**config.mk**
```make
export PLATFORM = sky130hd
export DESIGN_NAME = axis_broadcast_top
export DESIGN_NICKNAME = d
export VERILOG_FILES = /design/src/rtl/fifo_types_pkg.sv /design/src/rtl/stream_types_pkg.sv /design/src/rtl/axis_broadcast_top.sv /design/src/rtl/axis_distrib.sv /design/src/rtl/axis_fifo_sync.sv /design/src/rtl/axis_skid_buffer.sv
export VERILOG_INCLUDE_DIRS = /design/src /design/src/include
export SDC_FILE = /design/constraint.sdc
export NUM_CORES = 1
export LEC_CHECK = 0
export ABC_AREA = 1
export BUFFER_PORTS_ARGS = -buffer_cell sky130_fd_sc_hd__buf_2
export CAP_MARGIN = 20
export CORE_MARGIN = 3
export CORE_UTILIZATION = 46
export DETAILED_ROUTE_END_ITERATION = 7
export PLACE_DENSITY_LB_ADDON = 0.3
export SLEW_MARGIN = 20
export SYNTH_ARGS = -nofsm -noshare
export SYNTH_HDL_FRONTEND = slang
export SYNTH_SLANG_ARGS = --single-unit
```
**constraint.sdc**
```tcl
create_clock -name clk -period 2.93 [get_ports clk]
set_input_delay 0.586 -clock clk [delete_from_list [all_inputs] [get_ports clk]]
set_output_delay 0.586 -clock clk [all_outputs]
set_load 0.01 [all_outputs]
```
**src/include/stream_defs.svh**
```systemverilog
// stream broadcast parameters
// channel count, payload width and per-channel FIFO depth
// shared by the type packages and the RTL

`ifndef STREAM_DEFS_SVH
`define STREAM_DEFS_SVH

// output channels fed from the one input stream
`define STREAM_NUM_CHANNELS 4

// payload bits per word
`define STREAM_DATA_WIDTH 16

// words per channel FIFO, power of two
`define STREAM_FIFO_DEPTH 8

`endif

```
**src/rtl/fifo_types_pkg.sv**
```systemverilog
// FIFO bookkeeping types
// pointers carry one extra wrap bit so full and empty differ,
// the level counts 0 to depth inclusive

`default_nettype none

`include "stream_defs.svh"

package fifo_types_pkg;

  // read/write pointer, index plus wrap bit
  typedef logic [$clog2(`STREAM_FIFO_DEPTH):0] fifo_addr_t;

  // fill level, needs room for depth itself
  typedef logic [$clog2(`STREAM_FIFO_DEPTH+1)-1:0] fifo_level_t;

endpackage

`default_nettype wire

```
**src/rtl/stream_types_pkg.sv**
```systemverilog
// stream payload types
// the data word and the one-bit-per-channel vector used for
// valid, ready and delivered flags

`default_nettype none

`include "stream_defs.svh"

package stream_types_pkg;

  // one payload word
  typedef logic [`STREAM_DATA_WIDTH-1:0] data_word_t;

  // one bit per output channel
  typedef logic [`STREAM_NUM_CHANNELS-1:0] chan_vec_t;

endpackage

`default_nettype wire

```
**src/rtl/axis_broadcast_top.sv**
```systemverilog
// stream broadcast top level
// skid buffer on the input, distributor copying each word to
// every channel, then one FIFO per channel on the output
// zero-wait latency from input transfer to outputs is 3 cycles

`timescale 1ns/1ps
`default_nettype none

`include "stream_defs.svh"

module axis_broadcast_top (
  input  logic                         clk,
  input  logic                         rst,
  input  logic                         s_tvalid,
  output logic                         s_tready,
  input  stream_types_pkg::data_word_t s_tdata,
  output stream_types_pkg::chan_vec_t  m_tvalid,
  input  stream_types_pkg::chan_vec_t  m_tready,
  output stream_types_pkg::data_word_t m_tdata [`STREAM_NUM_CHANNELS]
);
  import stream_types_pkg::*;

  // skid buffer to distributor
  logic       buf_tvalid;
  logic       buf_tready;
  data_word_t buf_tdata;

  // distributor to channel FIFOs
  chan_vec_t  dist_tvalid;
  chan_vec_t  dist_tready;
  data_word_t dist_tdata [`STREAM_NUM_CHANNELS];

  //////////////////////////////////////////////////
  // input and distribution
  //////////////////////////////////////////////////

  axis_skid_buffer axis_skid_buffer_i (
    .clk      (clk),
    .rst      (rst),
    .s_tvalid (s_tvalid),
    .s_tready (s_tready),
    .s_tdata  (s_tdata),
    .m_tvalid (buf_tvalid),
    .m_tready (buf_tready),
    .m_tdata  (buf_tdata)
  );

  axis_distrib axis_distrib_i (
    .clk      (clk),
    .rst      (rst),
    .s_tvalid (buf_tvalid),
    .s_tready (buf_tready),
    .s_tdata  (buf_tdata),
    .m_tvalid (dist_tvalid),
    .m_tready (dist_tready),
    .m_tdata  (dist_tdata)
  );

  //////////////////////////////////////////////////
  // per-channel output FIFOs
  //////////////////////////////////////////////////

  for (genvar n = 0; n < `STREAM_NUM_CHANNELS; n++) begin : g_chan
    axis_fifo_sync #(
      .DEPTH (`STREAM_FIFO_DEPTH)
    ) axis_fifo_sync_i (
      .clk      (clk),
      .rst      (rst),
      .s_tvalid (dist_tvalid[n]),
      .s_tready (dist_tready[n]),
      .s_tdata  (dist_tdata[n]),
      .m_tvalid (m_tvalid[n]),
      .m_tready (m_tready[n]),
      .m_tdata  (m_tdata[n])
    );
  end

endmodule

`default_nettype wire

```
**src/rtl/axis_distrib.sv**
```systemverilog
// stream distributor
// copies every input word to all channels, holding the word on
// each channel until that channel takes it
// the next input word is accepted only after every channel
// has taken the current one
// one cycle latency, registered valid and data per channel

`timescale 1ns/1ps
`default_nettype none

`include "stream_defs.svh"

module axis_distrib (
  input  logic                         clk,
  input  logic                         rst,
  input  logic                         s_tvalid,
  output logic                         s_tready,
  input  stream_types_pkg::data_word_t s_tdata,
  output stream_types_pkg::chan_vec_t  m_tvalid,
  input  stream_types_pkg::chan_vec_t  m_tready,
  output stream_types_pkg::data_word_t m_tdata [`STREAM_NUM_CHANNELS]
);
  import stream_types_pkg::*;

  // delivered flags for the word on the input
  chan_vec_t ready_all;
  chan_vec_t ready_all_next;
  chan_vec_t dist_frame;
  logic      s_frame;

  //////////////////////////////////////////////////
  // input side
  //////////////////////////////////////////////////

  assign s_frame = s_tvalid & s_tready;

  // delivered before, or delivering now
  assign dist_frame     = m_tvalid & m_tready;
  assign ready_all_next = ready_all | dist_frame;

  // take the word once all channels are covered
  assign s_tready = &ready_all_next;

  always_ff @(posedge clk) begin
    if (rst || s_frame) begin
      ready_all <= '0;
    end else begin
      ready_all <= ready_all_next;
    end
  end

  //////////////////////////////////////////////////
  // channel registers
  //////////////////////////////////////////////////

  // offer only to channels still owed the word
  always_ff @(posedge clk) begin
    if (rst) begin
      m_tvalid <= '0;
    end else if (s_tvalid) begin
      m_tvalid <= ~ready_all_next;
    end else begin
      m_tvalid <= '0;
    end
  end

  // input data is stable until accepted, so reloading holds it
  always_ff @(posedge clk) begin
    for (int n = 0; n < `STREAM_NUM_CHANNELS; n++) begin
      if (!ready_all_next[n]) begin
        m_tdata[n] <= s_tdata;
      end
    end
  end

  //////////////////////////////////////////////////
  // checks
  //////////////////////////////////////////////////

  // a channel still offered and not taking blocks acceptance
  a_accept_all: assert property (@(posedge clk) disable iff (rst)
    s_frame |-> ((m_tvalid & ~m_tready) == '0));

  // a delivered channel is never offered the same word again
  a_no_repeat: assert property (@(posedge clk) disable iff (rst)
    (m_tvalid & ready_all) == '0);

endmodule

`default_nettype wire

```
**src/rtl/axis_fifo_sync.sv**
```systemverilog
// synchronous stream FIFO
// flop-based storage with wrap-bit pointers and a fill level
// m_tvalid follows the level, m_tdata is read from the
// register array at the read pointer
// a full FIFO still accepts a write in a cycle with a read

`timescale 1ns/1ps
`default_nettype none

`include "stream_defs.svh"

module axis_fifo_sync #(
  parameter int DEPTH = `STREAM_FIFO_DEPTH
) (
  input  logic                         clk,
  input  logic                         rst,
  input  logic                         s_tvalid,
  output logic                         s_tready,
  input  stream_types_pkg::data_word_t s_tdata,
  output logic                         m_tvalid,
  input  logic                         m_tready,
  output stream_types_pkg::data_word_t m_tdata
);
  import stream_types_pkg::*;
  import fifo_types_pkg::*;

  // index bits, wrap bit sits above them
  localparam int AW = $clog2(DEPTH);

  data_word_t  mem [DEPTH];
  fifo_addr_t  wr_ptr;
  fifo_addr_t  rd_ptr;
  fifo_level_t level;
  logic        wr_en;
  logic        rd_en;

  //////////////////////////////////////////////////
  // handshakes
  //////////////////////////////////////////////////

  assign wr_en = s_tvalid & s_tready;
  assign rd_en = m_tvalid & m_tready;

  // full only blocks when nothing leaves
  assign s_tready = (level != fifo_level_t'(DEPTH)) | m_tready;
  assign m_tvalid = (level != '0);
  assign m_tdata  = mem[rd_ptr[AW-1:0]];

  //////////////////////////////////////////////////
  // pointers and level
  //////////////////////////////////////////////////

  always_ff @(posedge clk) begin
    if (rst) begin
      wr_ptr <= '0;
      rd_ptr <= '0;
      level  <= '0;
    end else begin
      if (wr_en) begin
        wr_ptr <= wr_ptr + 1'b1;
      end
      if (rd_en) begin
        rd_ptr <= rd_ptr + 1'b1;
      end
      // simultaneous read and write leaves level alone
      case ({wr_en, rd_en})
        2'b10:   level <= level + 1'b1;
        2'b01:   level <= level - 1'b1;
        default: level <= level;
      endcase
    end
  end

  // storage
  always_ff @(posedge clk) begin
    if (wr_en) begin
      mem[wr_ptr[AW-1:0]] <= s_tdata;
    end
  end

  //////////////////////////////////////////////////
  // checks
  //////////////////////////////////////////////////

  a_level_max: assert property (@(posedge clk) disable iff (rst)
    level <= fifo_level_t'(DEPTH));

  // pointers agree the FIFO holds something on every read
  a_no_empty_read: assert property (@(posedge clk) disable iff (rst)
    rd_en |-> (wr_ptr != rd_ptr));

endmodule

`default_nettype wire

```
**src/rtl/axis_skid_buffer.sv**
```systemverilog
// input skid buffer
// two-entry register stage on a valid/ready stream
// s_tready and the whole output side come straight from flops,
// a spare register catches the word that lands during a stall

`timescale 1ns/1ps
`default_nettype none

module axis_skid_buffer (
  input  logic                         clk,
  input  logic                         rst,
  input  logic                         s_tvalid,
  output logic                         s_tready,
  input  stream_types_pkg::data_word_t s_tdata,
  output logic                         m_tvalid,
  input  logic                         m_tready,
  output stream_types_pkg::data_word_t m_tdata
);
  import stream_types_pkg::*;

  logic       spare_valid;
  data_word_t spare_data;
  logic       in_xfer;
  logic       out_free;

  assign in_xfer = s_tvalid & s_tready;
  // main register empty or draining this cycle
  assign out_free = m_tready | ~m_tvalid;

  //////////////////////////////////////////////////
  // control
  //////////////////////////////////////////////////

  always_ff @(posedge clk) begin
    if (rst) begin
      m_tvalid    <= 1'b0;
      spare_valid <= 1'b0;
      s_tready    <= 1'b1;
    end else if (out_free) begin
      // spare goes first, input is closed while spare is full
      m_tvalid    <= spare_valid | in_xfer;
      spare_valid <= 1'b0;
      s_tready    <= 1'b1;
    end else if (in_xfer) begin
      // stalled with a word arriving, park it
      spare_valid <= 1'b1;
      s_tready    <= 1'b0;
    end
  end

  //////////////////////////////////////////////////
  // payload
  //////////////////////////////////////////////////

  always_ff @(posedge clk) begin
    if (out_free) begin
      if (spare_valid) begin
        m_tdata <= spare_data;
      end else if (in_xfer) begin
        m_tdata <= s_tdata;
      end
    end
    if (in_xfer && !out_free) begin
      spare_data <= s_tdata;
    end
  end

  // stalled output keeps its word
  a_hold_stall: assert property (@(posedge clk) disable iff (rst)
    (m_tvalid && !m_tready) |=> (m_tvalid && $stable(m_tdata)));

endmodule

`default_nettype wire

```
==> metrics.md, run 1 <==
| Metric | Value |
|---|---|
| Cell type of the slowest stage on the worst timing path | sky130_fd_sc_hd__dfxtp_2 |
| Result of the run | finished, final reports clean |
| Final critical delay including setup and external delays | 2.75 ns |
| Most used standard cell by instance count after synthesis | sky130_fd_sc_hd__edfxtp_1 |
| Maximum net fanout on the critical path | 22 |
| Top delay family on crit path | buffers and inverters |
| Maximum Capacitance Violations | 0 |
| Kind of launch point of the worst setup path | flop |
| Fin Setup TNS | 0 ns |
| Starting Density | 0.468 |
| Final clock period utilization by the worst path | 0.937 |
| I/O Buffers | 91 |
| Wire length per cell after detailed routing | 19.5 um |
| Largest net degree at the start of global routing | 65 |
| Number of register bits inferred by synthesis | 671 |
| Power Dens Cells | 903 mW/mm2 |
| Count of instances resized after the clock tree is built | 0 |
| Floorplan row count | 86 |
| Final max-slew violation count | 0 |
| Ant. Diodes | 0 |
| Antenna violation net count after detailed routing | 0 |
| Sum of buffers and inverters on the critical path | 3 |
| Die Area | 0.0593 mm2 |
| Via density per instance | 5.37 |
| Setup clock skew after layout | 0.0139 ns |
| Leak | 10.5 nW |
| Inserted Clock Buffers | 68 |
| # clock sinks | 671 |
| Worst hold margin | 0.192 ns |
| Unrepaired setup endpoints after global routing | no |
| Number of stages on the worst hold path | 1 |
| DRC violation count after routing | 0 |
| Syn Inst Count | 2011 |
| Reg clk slew, reported paths | 0.06 ns |
| Arrival time reported for the critical path endpoint | 2.16 ns |
| Least-Margin Pin Slew | 0.738 ns |
| Top cell types by occurrence after synthesis | 608 x sky130_fd_sc_hd__edfxtp_1, 459 x sky130_fd_sc_hd__nor2_1, 314 x sky130_fd_sc_hd__nand2_1 |
| Area Growth Syn to Fin | 14.4% |
| Post-placement setup slack | 0.673 ns |
| Fmax | 0.364 GHz |
| Via count of the routed design | 15.7k |
| H-Tree Level Count | 3 |
| Count of buffers added by post-CTS timing repair for setup | 0 |
| Final setup fails | 0 |
| Number of global-route vias before repair | 15.0k |
| Critical Path RT | 2.34 ns |
| Count of different cell masters after synthesis | 28 |
| Synth area leader | sky130_fd_sc_hd__edfxtp_1 |
| Cell area after synthesis | 0.0259 mm2 |
| Fin nets | 2174 |
| Max_slew headroom | 0.508 |
| Drt first pass iters | 7 |
| Clk Latency, worst-skew pair | 0.58 ns |
| Clk Tree Root Cell | sky130_fd_sc_hd__clkbuf_16 |
| Switching part of the total | 0.303 |
| Crit path setup slack, layout | 0.185 ns |
| Net switching component of the power | 0.00812 W |
| Reg-to-Reg Start | g_chan[0].axis_fifo_sync_i.level[1]$_SDFFE_PP0P_ |
| Cell-by-cell trace of the critical path | clkinv_2 > buf_4 > nor2_1 > o32ai_1 > nand2_1 > nand2_1 > buf_2 |
| Total I/O pin count | 92 |
| CP Capture Type | output pin |
| Detailed Place HPWL | 32.2 mm |
| Total count of hold-check failures in the final report | 0 |
| Deepest clock path buffer count | 3 |
| Share of post-route cells with drive strength above 1 | 0.131 |
| Critical Path Most Common Cell | sky130_fd_sc_hd__nand2_1 |
| Warnings, synthesis | 0 |
| Synthesized area divided by synthesized cell count | 12.9 um2 |
| Routed Wire Length | 57.0 mm |
| Register share of total power | 0.444 |
| Pint | 0.0187 W |
| Highest ir drop seen on vdd | 514 uV |
| Sequential-to-total area share from yosys stat | 0.752 |
| Number of enable-type register cells in the synthesized netlist | 608 |
| Worst min-delay path class | in -> reg |
| Die boundary height | 244 um |
| WHS Endpoint | axis_skid_buffer_i.spare_data[5]$_DFFE_PP_ |
| Combinational fraction of design power | 0.236 |
| Post-synth ARST share | 0 |
| Hold-fix buffer count after cts | 0 |
| Post-Syn Nets | 2054 |
| Fraction of synthesized cell area taken by the top area cell type | 0.704 |
| Stage delay of the slowest cell on the critical path | 0.33 ns |
| Most common flop cell mapped by yosys | sky130_fd_sc_hd__edfxtp_1 |
| Global-route congestion overflow total | 0 |
| Clk network pwr share | 0.320 |
| CTS tree | yes |
| Number of antenna violations at the first check in global routing | 8 |
| Violation count after the first detailed-routing iteration | 1250 |
| Worst Min Path Start | s_tdata[5] |
| Number of cells on the worst reg-to-reg path | 11 |
| Slack of the worst reg-to-reg path | 0.73 ns |
| Critical path class | reg -> out |
| Wire length of the first global-routing pass | 87.3 mm |
| Core region area | 0.0554 mm2 |
| Cell types with the largest area share after synthesis | sky130_fd_sc_hd__edfxtp_1 70%, sky130_fd_sc_hd__nor2_1 6.6%, sky130_fd_sc_hd__dfxtp_1 4.9% |
| Share of the core filled with cells in the final layout | 0.536 |
| Global-route usage over all layers | 0.192 |
| Die W | 244 um |
| R2R Path End | g_chan[0].axis_fifo_sync_i.level[2]$_SDFFE_PP0P_ |
| RD Place Congestion | 0.768 |
## per-stage QoR
stage	power [W]	cell area, um2	instances
final	0.0268	29700	2929
after CTS	0.0270	29700	2929
after detailed placement	0.0185	27400	2809
after global placement	0.0183	27400	2809
after floorplan	0.0162	25900	2011
after global routing	0.0282	29700	2929
## sequential cells by signal, indices dropped and copies added, names as in the netlist, named ones only
signal and flops:
axis_distrib_i.m_tdata 64, axis_distrib_i.m_tvalid 4, axis_distrib_i.ready_all 4, axis_skid_buffer_i.m_tdata 16
axis_skid_buffer_i.m_tvalid 1, axis_skid_buffer_i.s_tready 1, axis_skid_buffer_i.spare_data 16, axis_skid_buffer_i.spare_valid 1
g_chan.axis_fifo_sync_i.level 16, g_chan.axis_fifo_sync_i.mem 512, g_chan.axis_fifo_sync_i.rd_ptr 12, g_chan.axis_fifo_sync_i.wr_ptr 12
## per-layer routing
metal,vias to the layer above,track usage,share of wire
met3,95,0.0363,0.070
met5,-,0,0.00074
li1,7431,-,-
met1,7717,0.268,0.44
met4,6,0.0772,0.030
met2,485,0.300,0.46
## layout make-up
| type | instances | area (um2) |
|---|---|---|
| fill | 4500 | 25700 |
| sequential | 671 | 19500 |
| multi-input combinational | 1169 | 5680 |
| clock buffer | 89 | 1930 |
| timing repair buffer | 153 | 1050 |
| tap | 748 | 936 |
| clock inverter | 31 | 304 |
| inverter | 68 | 260 |
## worst register-to-register path: stages, from the launching register on
cell	delay, ns
sky130_fd_sc_hd__dfxtp_1	0.42
sky130_fd_sc_hd__nor2_1	0.10
sky130_fd_sc_hd__nand3_1	0.16
sky130_fd_sc_hd__nand2_1	0.09
sky130_fd_sc_hd__inv_1	0.20
sky130_fd_sc_hd__ha_1	0.27
sky130_fd_sc_hd__xor2_1	0.26
sky130_fd_sc_hd__ha_1	0.21
sky130_fd_sc_hd__a21oi_1	0.05
sky130_fd_sc_hd__xnor2_1	0.13
sky130_fd_sc_hd__o21ai_0	0.16
sky130_fd_sc_hd__inv_1	0.05
## logic make-up (layout without fill, tap and decap cells)
kind of cell	count (synthesis)	count (layout)	synth area share
AND/OR/NAND/NOR	822	822	0.125
flip-flops	671	671	0.752
AO/OA/AOI/OAI	319	319	0.0801
buffers and inverters	171	341	0.0292
adder cells (fa/ha/maj)	20	20	0.00964
XOR/XNOR	8	8	0.00357
## placed cells by master (no fill, tap or decap), types with 51 or more instances in the layout
cell type                     n
sky130_fd_sc_hd__buf_4       51
sky130_fd_sc_hd__inv_1       63
sky130_fd_sc_hd__dfxtp_1     59
sky130_fd_sc_hd__o32ai_1    128
sky130_fd_sc_hd__nor2_1     459
sky130_fd_sc_hd__buf_2       91
sky130_fd_sc_hd__edfxtp_1   608
sky130_fd_sc_hd__clkbuf_16   73
sky130_fd_sc_hd__nand2_1    314
sky130_fd_sc_hd__o21ai_0    154
## power groups by stage
stage                     combinational (W)  clock, W  sequential, W
after floorplan                     0.00440         0         0.0118
after global placement              0.00619         0         0.0121
after detailed placement            0.00634         0         0.0121
after CTS                           0.00638   0.00874         0.0119
after global routing                0.00706   0.00917         0.0120
final                               0.00631   0.00858         0.0119
## how the worst max path moves through the flow
stage	slack, ns	cells past startpoint	from	endpoint
final	0.18	7	flop	m_tdata[22]
after global routing	0.04	6	flop	m_tdata[36]
after CTS	0.004	6	flop	m_tdata[31]
after detailed placement	0.67	6	flop	m_tdata[31]
after global placement	0.72	6	flop	m_tdata[16]
after floorplan	0.31	7	m_tready[0]	axis_skid_buffer_i.spare_data[0]$_DFFE_PP_
Note: power is estimated with default switching activity, not from simulation.
==> run 2: changes to the inputs <==
PLACE_DENSITY_LB_ADDON = not set   (was 0.3)
RECOVER_POWER = 100   (was not set)
==> run 2 against run 1 <==
First-iteration DRC count fell by 16%; sequential cell count did not move; register-to-register slack worse by 0.36 ns; critical path type unchanged.
==> metrics.md, run 2 (synthesis gave the netlist of run 1 again) <==
| Metric | Value |
|---|---|
| Routed Wire Length | 58.0 mm (+1.9%) |
| H-Tree Level Count | 3 (unchanged) |
| Maximum Capacitance Violations | 0 (unchanged) |
| Unrepaired setup endpoints after global routing | no |
| Wire length of the first global-routing pass | 89.4 mm (+2.4%) |
| Antenna violation net count after detailed routing | 0 (unchanged) |
| Inserted Clock Buffers | 69 (+1.5%) |
| Die W | 244 um (unchanged) |
| DRC violation count after routing | 0 (unchanged) |
| Max reg flops | 512 (unchanged) |
| Fin nets | 2184 (+0.46%) |
| Least-Margin Pin Slew | 1.35 ns (+0.614 ns) |
| Via count of the routed design | 15.6k (-0.89%) |
| Setup clock skew after layout | 0.0193 ns (+0.00539 ns) |
| Global-route congestion overflow total | 0 (unchanged) |
| Arrival time reported for the critical path endpoint | 2.21 ns (+0.05 ns) |
| Reg clk slew, reported paths | 0.06 ns (about the same) |
| Number of global-route vias before repair | 15.5k (+2.9%) |
| Clk Tree Root Cell | sky130_fd_sc_hd__clkbuf_16 |
| Core region area | 0.0554 mm2 (unchanged) |
| Top library cells by usage in the layout, fill and taps aside | 608 x sky130_fd_sc_hd__edfxtp_1, 463 x sky130_fd_sc_hd__nor2_1, 324 x sky130_fd_sc_hd__nand2_1 |
| # clock sinks | 671 (unchanged) |
| Largest net degree at the start of global routing | 65 (unchanged) |
| Hold-fix buffer count after cts | 0 (unchanged) |
| Highest ir drop seen on vdd | 476 uV (-7.4%) |
| Final max-slew violation count | 0 (unchanged) |
| Critical Path RT | 2.34 ns (about the same) |
| Critical path class | reg -> out |
| Kind of launch point of the worst setup path | flop |
| Maximum net fanout on the critical path | 44 (+100%) |
| Total count of hold-check failures in the final report | 0 (unchanged) |
| Most common cell after layout, fill and taps aside | sky130_fd_sc_hd__edfxtp_1 |
| Ant. Diodes | 0 (unchanged) |
| Starting Density | 0.468 (unchanged) |
| Via density per instance | 5.30 (-1.3%) |
| Fmax | 0.358 GHz (-1.9%) |
| Fin Setup TNS | 0 ns (unchanged) |
| CP Capture Type | output pin |
| I/O Buffers | 91 (unchanged) |
| Violation count after the first detailed-routing iteration | 1044 (-16%) |
| Max_slew headroom | 0.0988 (-0.409) |
| Count of instances resized after the clock tree is built | 0 (unchanged) |
| Wire length per cell after detailed routing | 19.7 um (+1.4%) |
| Die boundary height | 244 um (unchanged) |
| Detailed Place HPWL | 34.1 mm (+6.0%) |
| Total I/O pin count | 92 (unchanged) |
| Drt first pass iters | 5 (-2) |
| Count of buffers added by post-CTS timing repair for setup | 0 (unchanged) |
| Area Growth Syn to Fin | 13.7% |
| Power Dens Cells | 918 mW/mm2 (+1.6%) |
| Worst hold margin | 0.187 ns (-0.00534 ns) |
| Deepest clock path buffer count | 3 (unchanged) |
| Result of the run | finished, final reports clean |
| Leak | 10.3 nW (-2.2%) |
| RD Place Congestion | 0.795 (+3.5%) |
| Clk Latency, worst-skew pair | 0.60 ns (+0.02 ns) |
| Worst min-delay path class | in -> reg |
| Floorplan row count | 86 (unchanged) |
| Share of post-route cells with drive strength above 1 | 0.0889 (-0.0423) |
| Number of antenna violations at the first check in global routing | 5 (-3) |
| Final critical delay including setup and external delays | 2.80 ns (+0.0518 ns) |
| Final setup fails | 0 (unchanged) |
| Final clock period utilization by the worst path | 0.955 (+0.0177) |
| Global-route usage over all layers | 0.197 (+0.00509) |
| CTS tree | yes |
| Die Area | 0.0593 mm2 (unchanged) |
==> run 2: per-stage QoR <==
step	power (W)	area [um2]	instances	setup slack (ns)	utilization
detailed placement	0.0185	27500	2818	0.651	0.496
CTS	0.0275	29900	2942	0.137	0.539
global route	0.0286	29500	2942	0.00733	0.532
global placement	0.0183	27500	2818	0.733	0.496
floorplan	0.0162	25900	2011	0.309	-
finish	0.0271	29500	2942	0.133	0.532
==> run 2: critical path, stage by stage (launching register included) <==
cell	delay, ns
sky130_fd_sc_hd__dfxtp_2	0.34
sky130_fd_sc_hd__clkbuf_4	0.44
sky130_fd_sc_hd__nor2_1	0.10
sky130_fd_sc_hd__o32ai_1	0.32
sky130_fd_sc_hd__nand2_1	0.08
sky130_fd_sc_hd__nand2_1	0.17
sky130_fd_sc_hd__clkbuf_2	0.17
==> run 2: worst paths after layout <==
path	endpoint	start	slack, ns	depth (start not counted)
max	m_tdata[2]	flop	0.13	6
min	axis_skid_buffer_i.spare_data[7]$_DFFE_PP_	s_tdata[7]	0.19	1
max reg2reg	g_chan[1].axis_fifo_sync_i.mem[4][14]$_DFFE_PP_	g_chan[1].axis_fifo_sync_i.level[0]$_SDFFE_PP0P_	0.37	7
min reg2reg	g_chan[1].axis_fifo_sync_i.rd_ptr[2]$_SDFFE_PP0N_	g_chan[1].axis_fifo_sync_i.rd_ptr[2]$_SDFFE_PP0N_	0.47	2
==> run 2: metal layers <==
layer,up-vias,track usage,share of wire
li1,7468,-,-
met1,7660,0.267,0.45
met2,377,0.330,0.48
met3,89,0.0296,0.046
met4,0,0.0650,0.023
met5,-,0,0
==> run 2: where the power goes <==
part	leakage (nW)	switching, W	total, W	internal, W
combinational	3.05	0.00404	0.00610	0.00205
sequential	6.09	0.000616	0.0119	0.0113
clock	1.13	0.00353	0.00904	0.00551
total	10.3	0.00819	0.0271	0.0189
==> run 2: cell type report <==
class / count / area [um2]
fill: 4647 / 25900
sequential: 671 / 19500
multi-input combinational: 1169 / 5590
clock buffer: 90 / 1880
tap: 748 / 936
timing repair buffer: 162 / 837
clock inverter: 34 / 469
inverter: 68 / 259
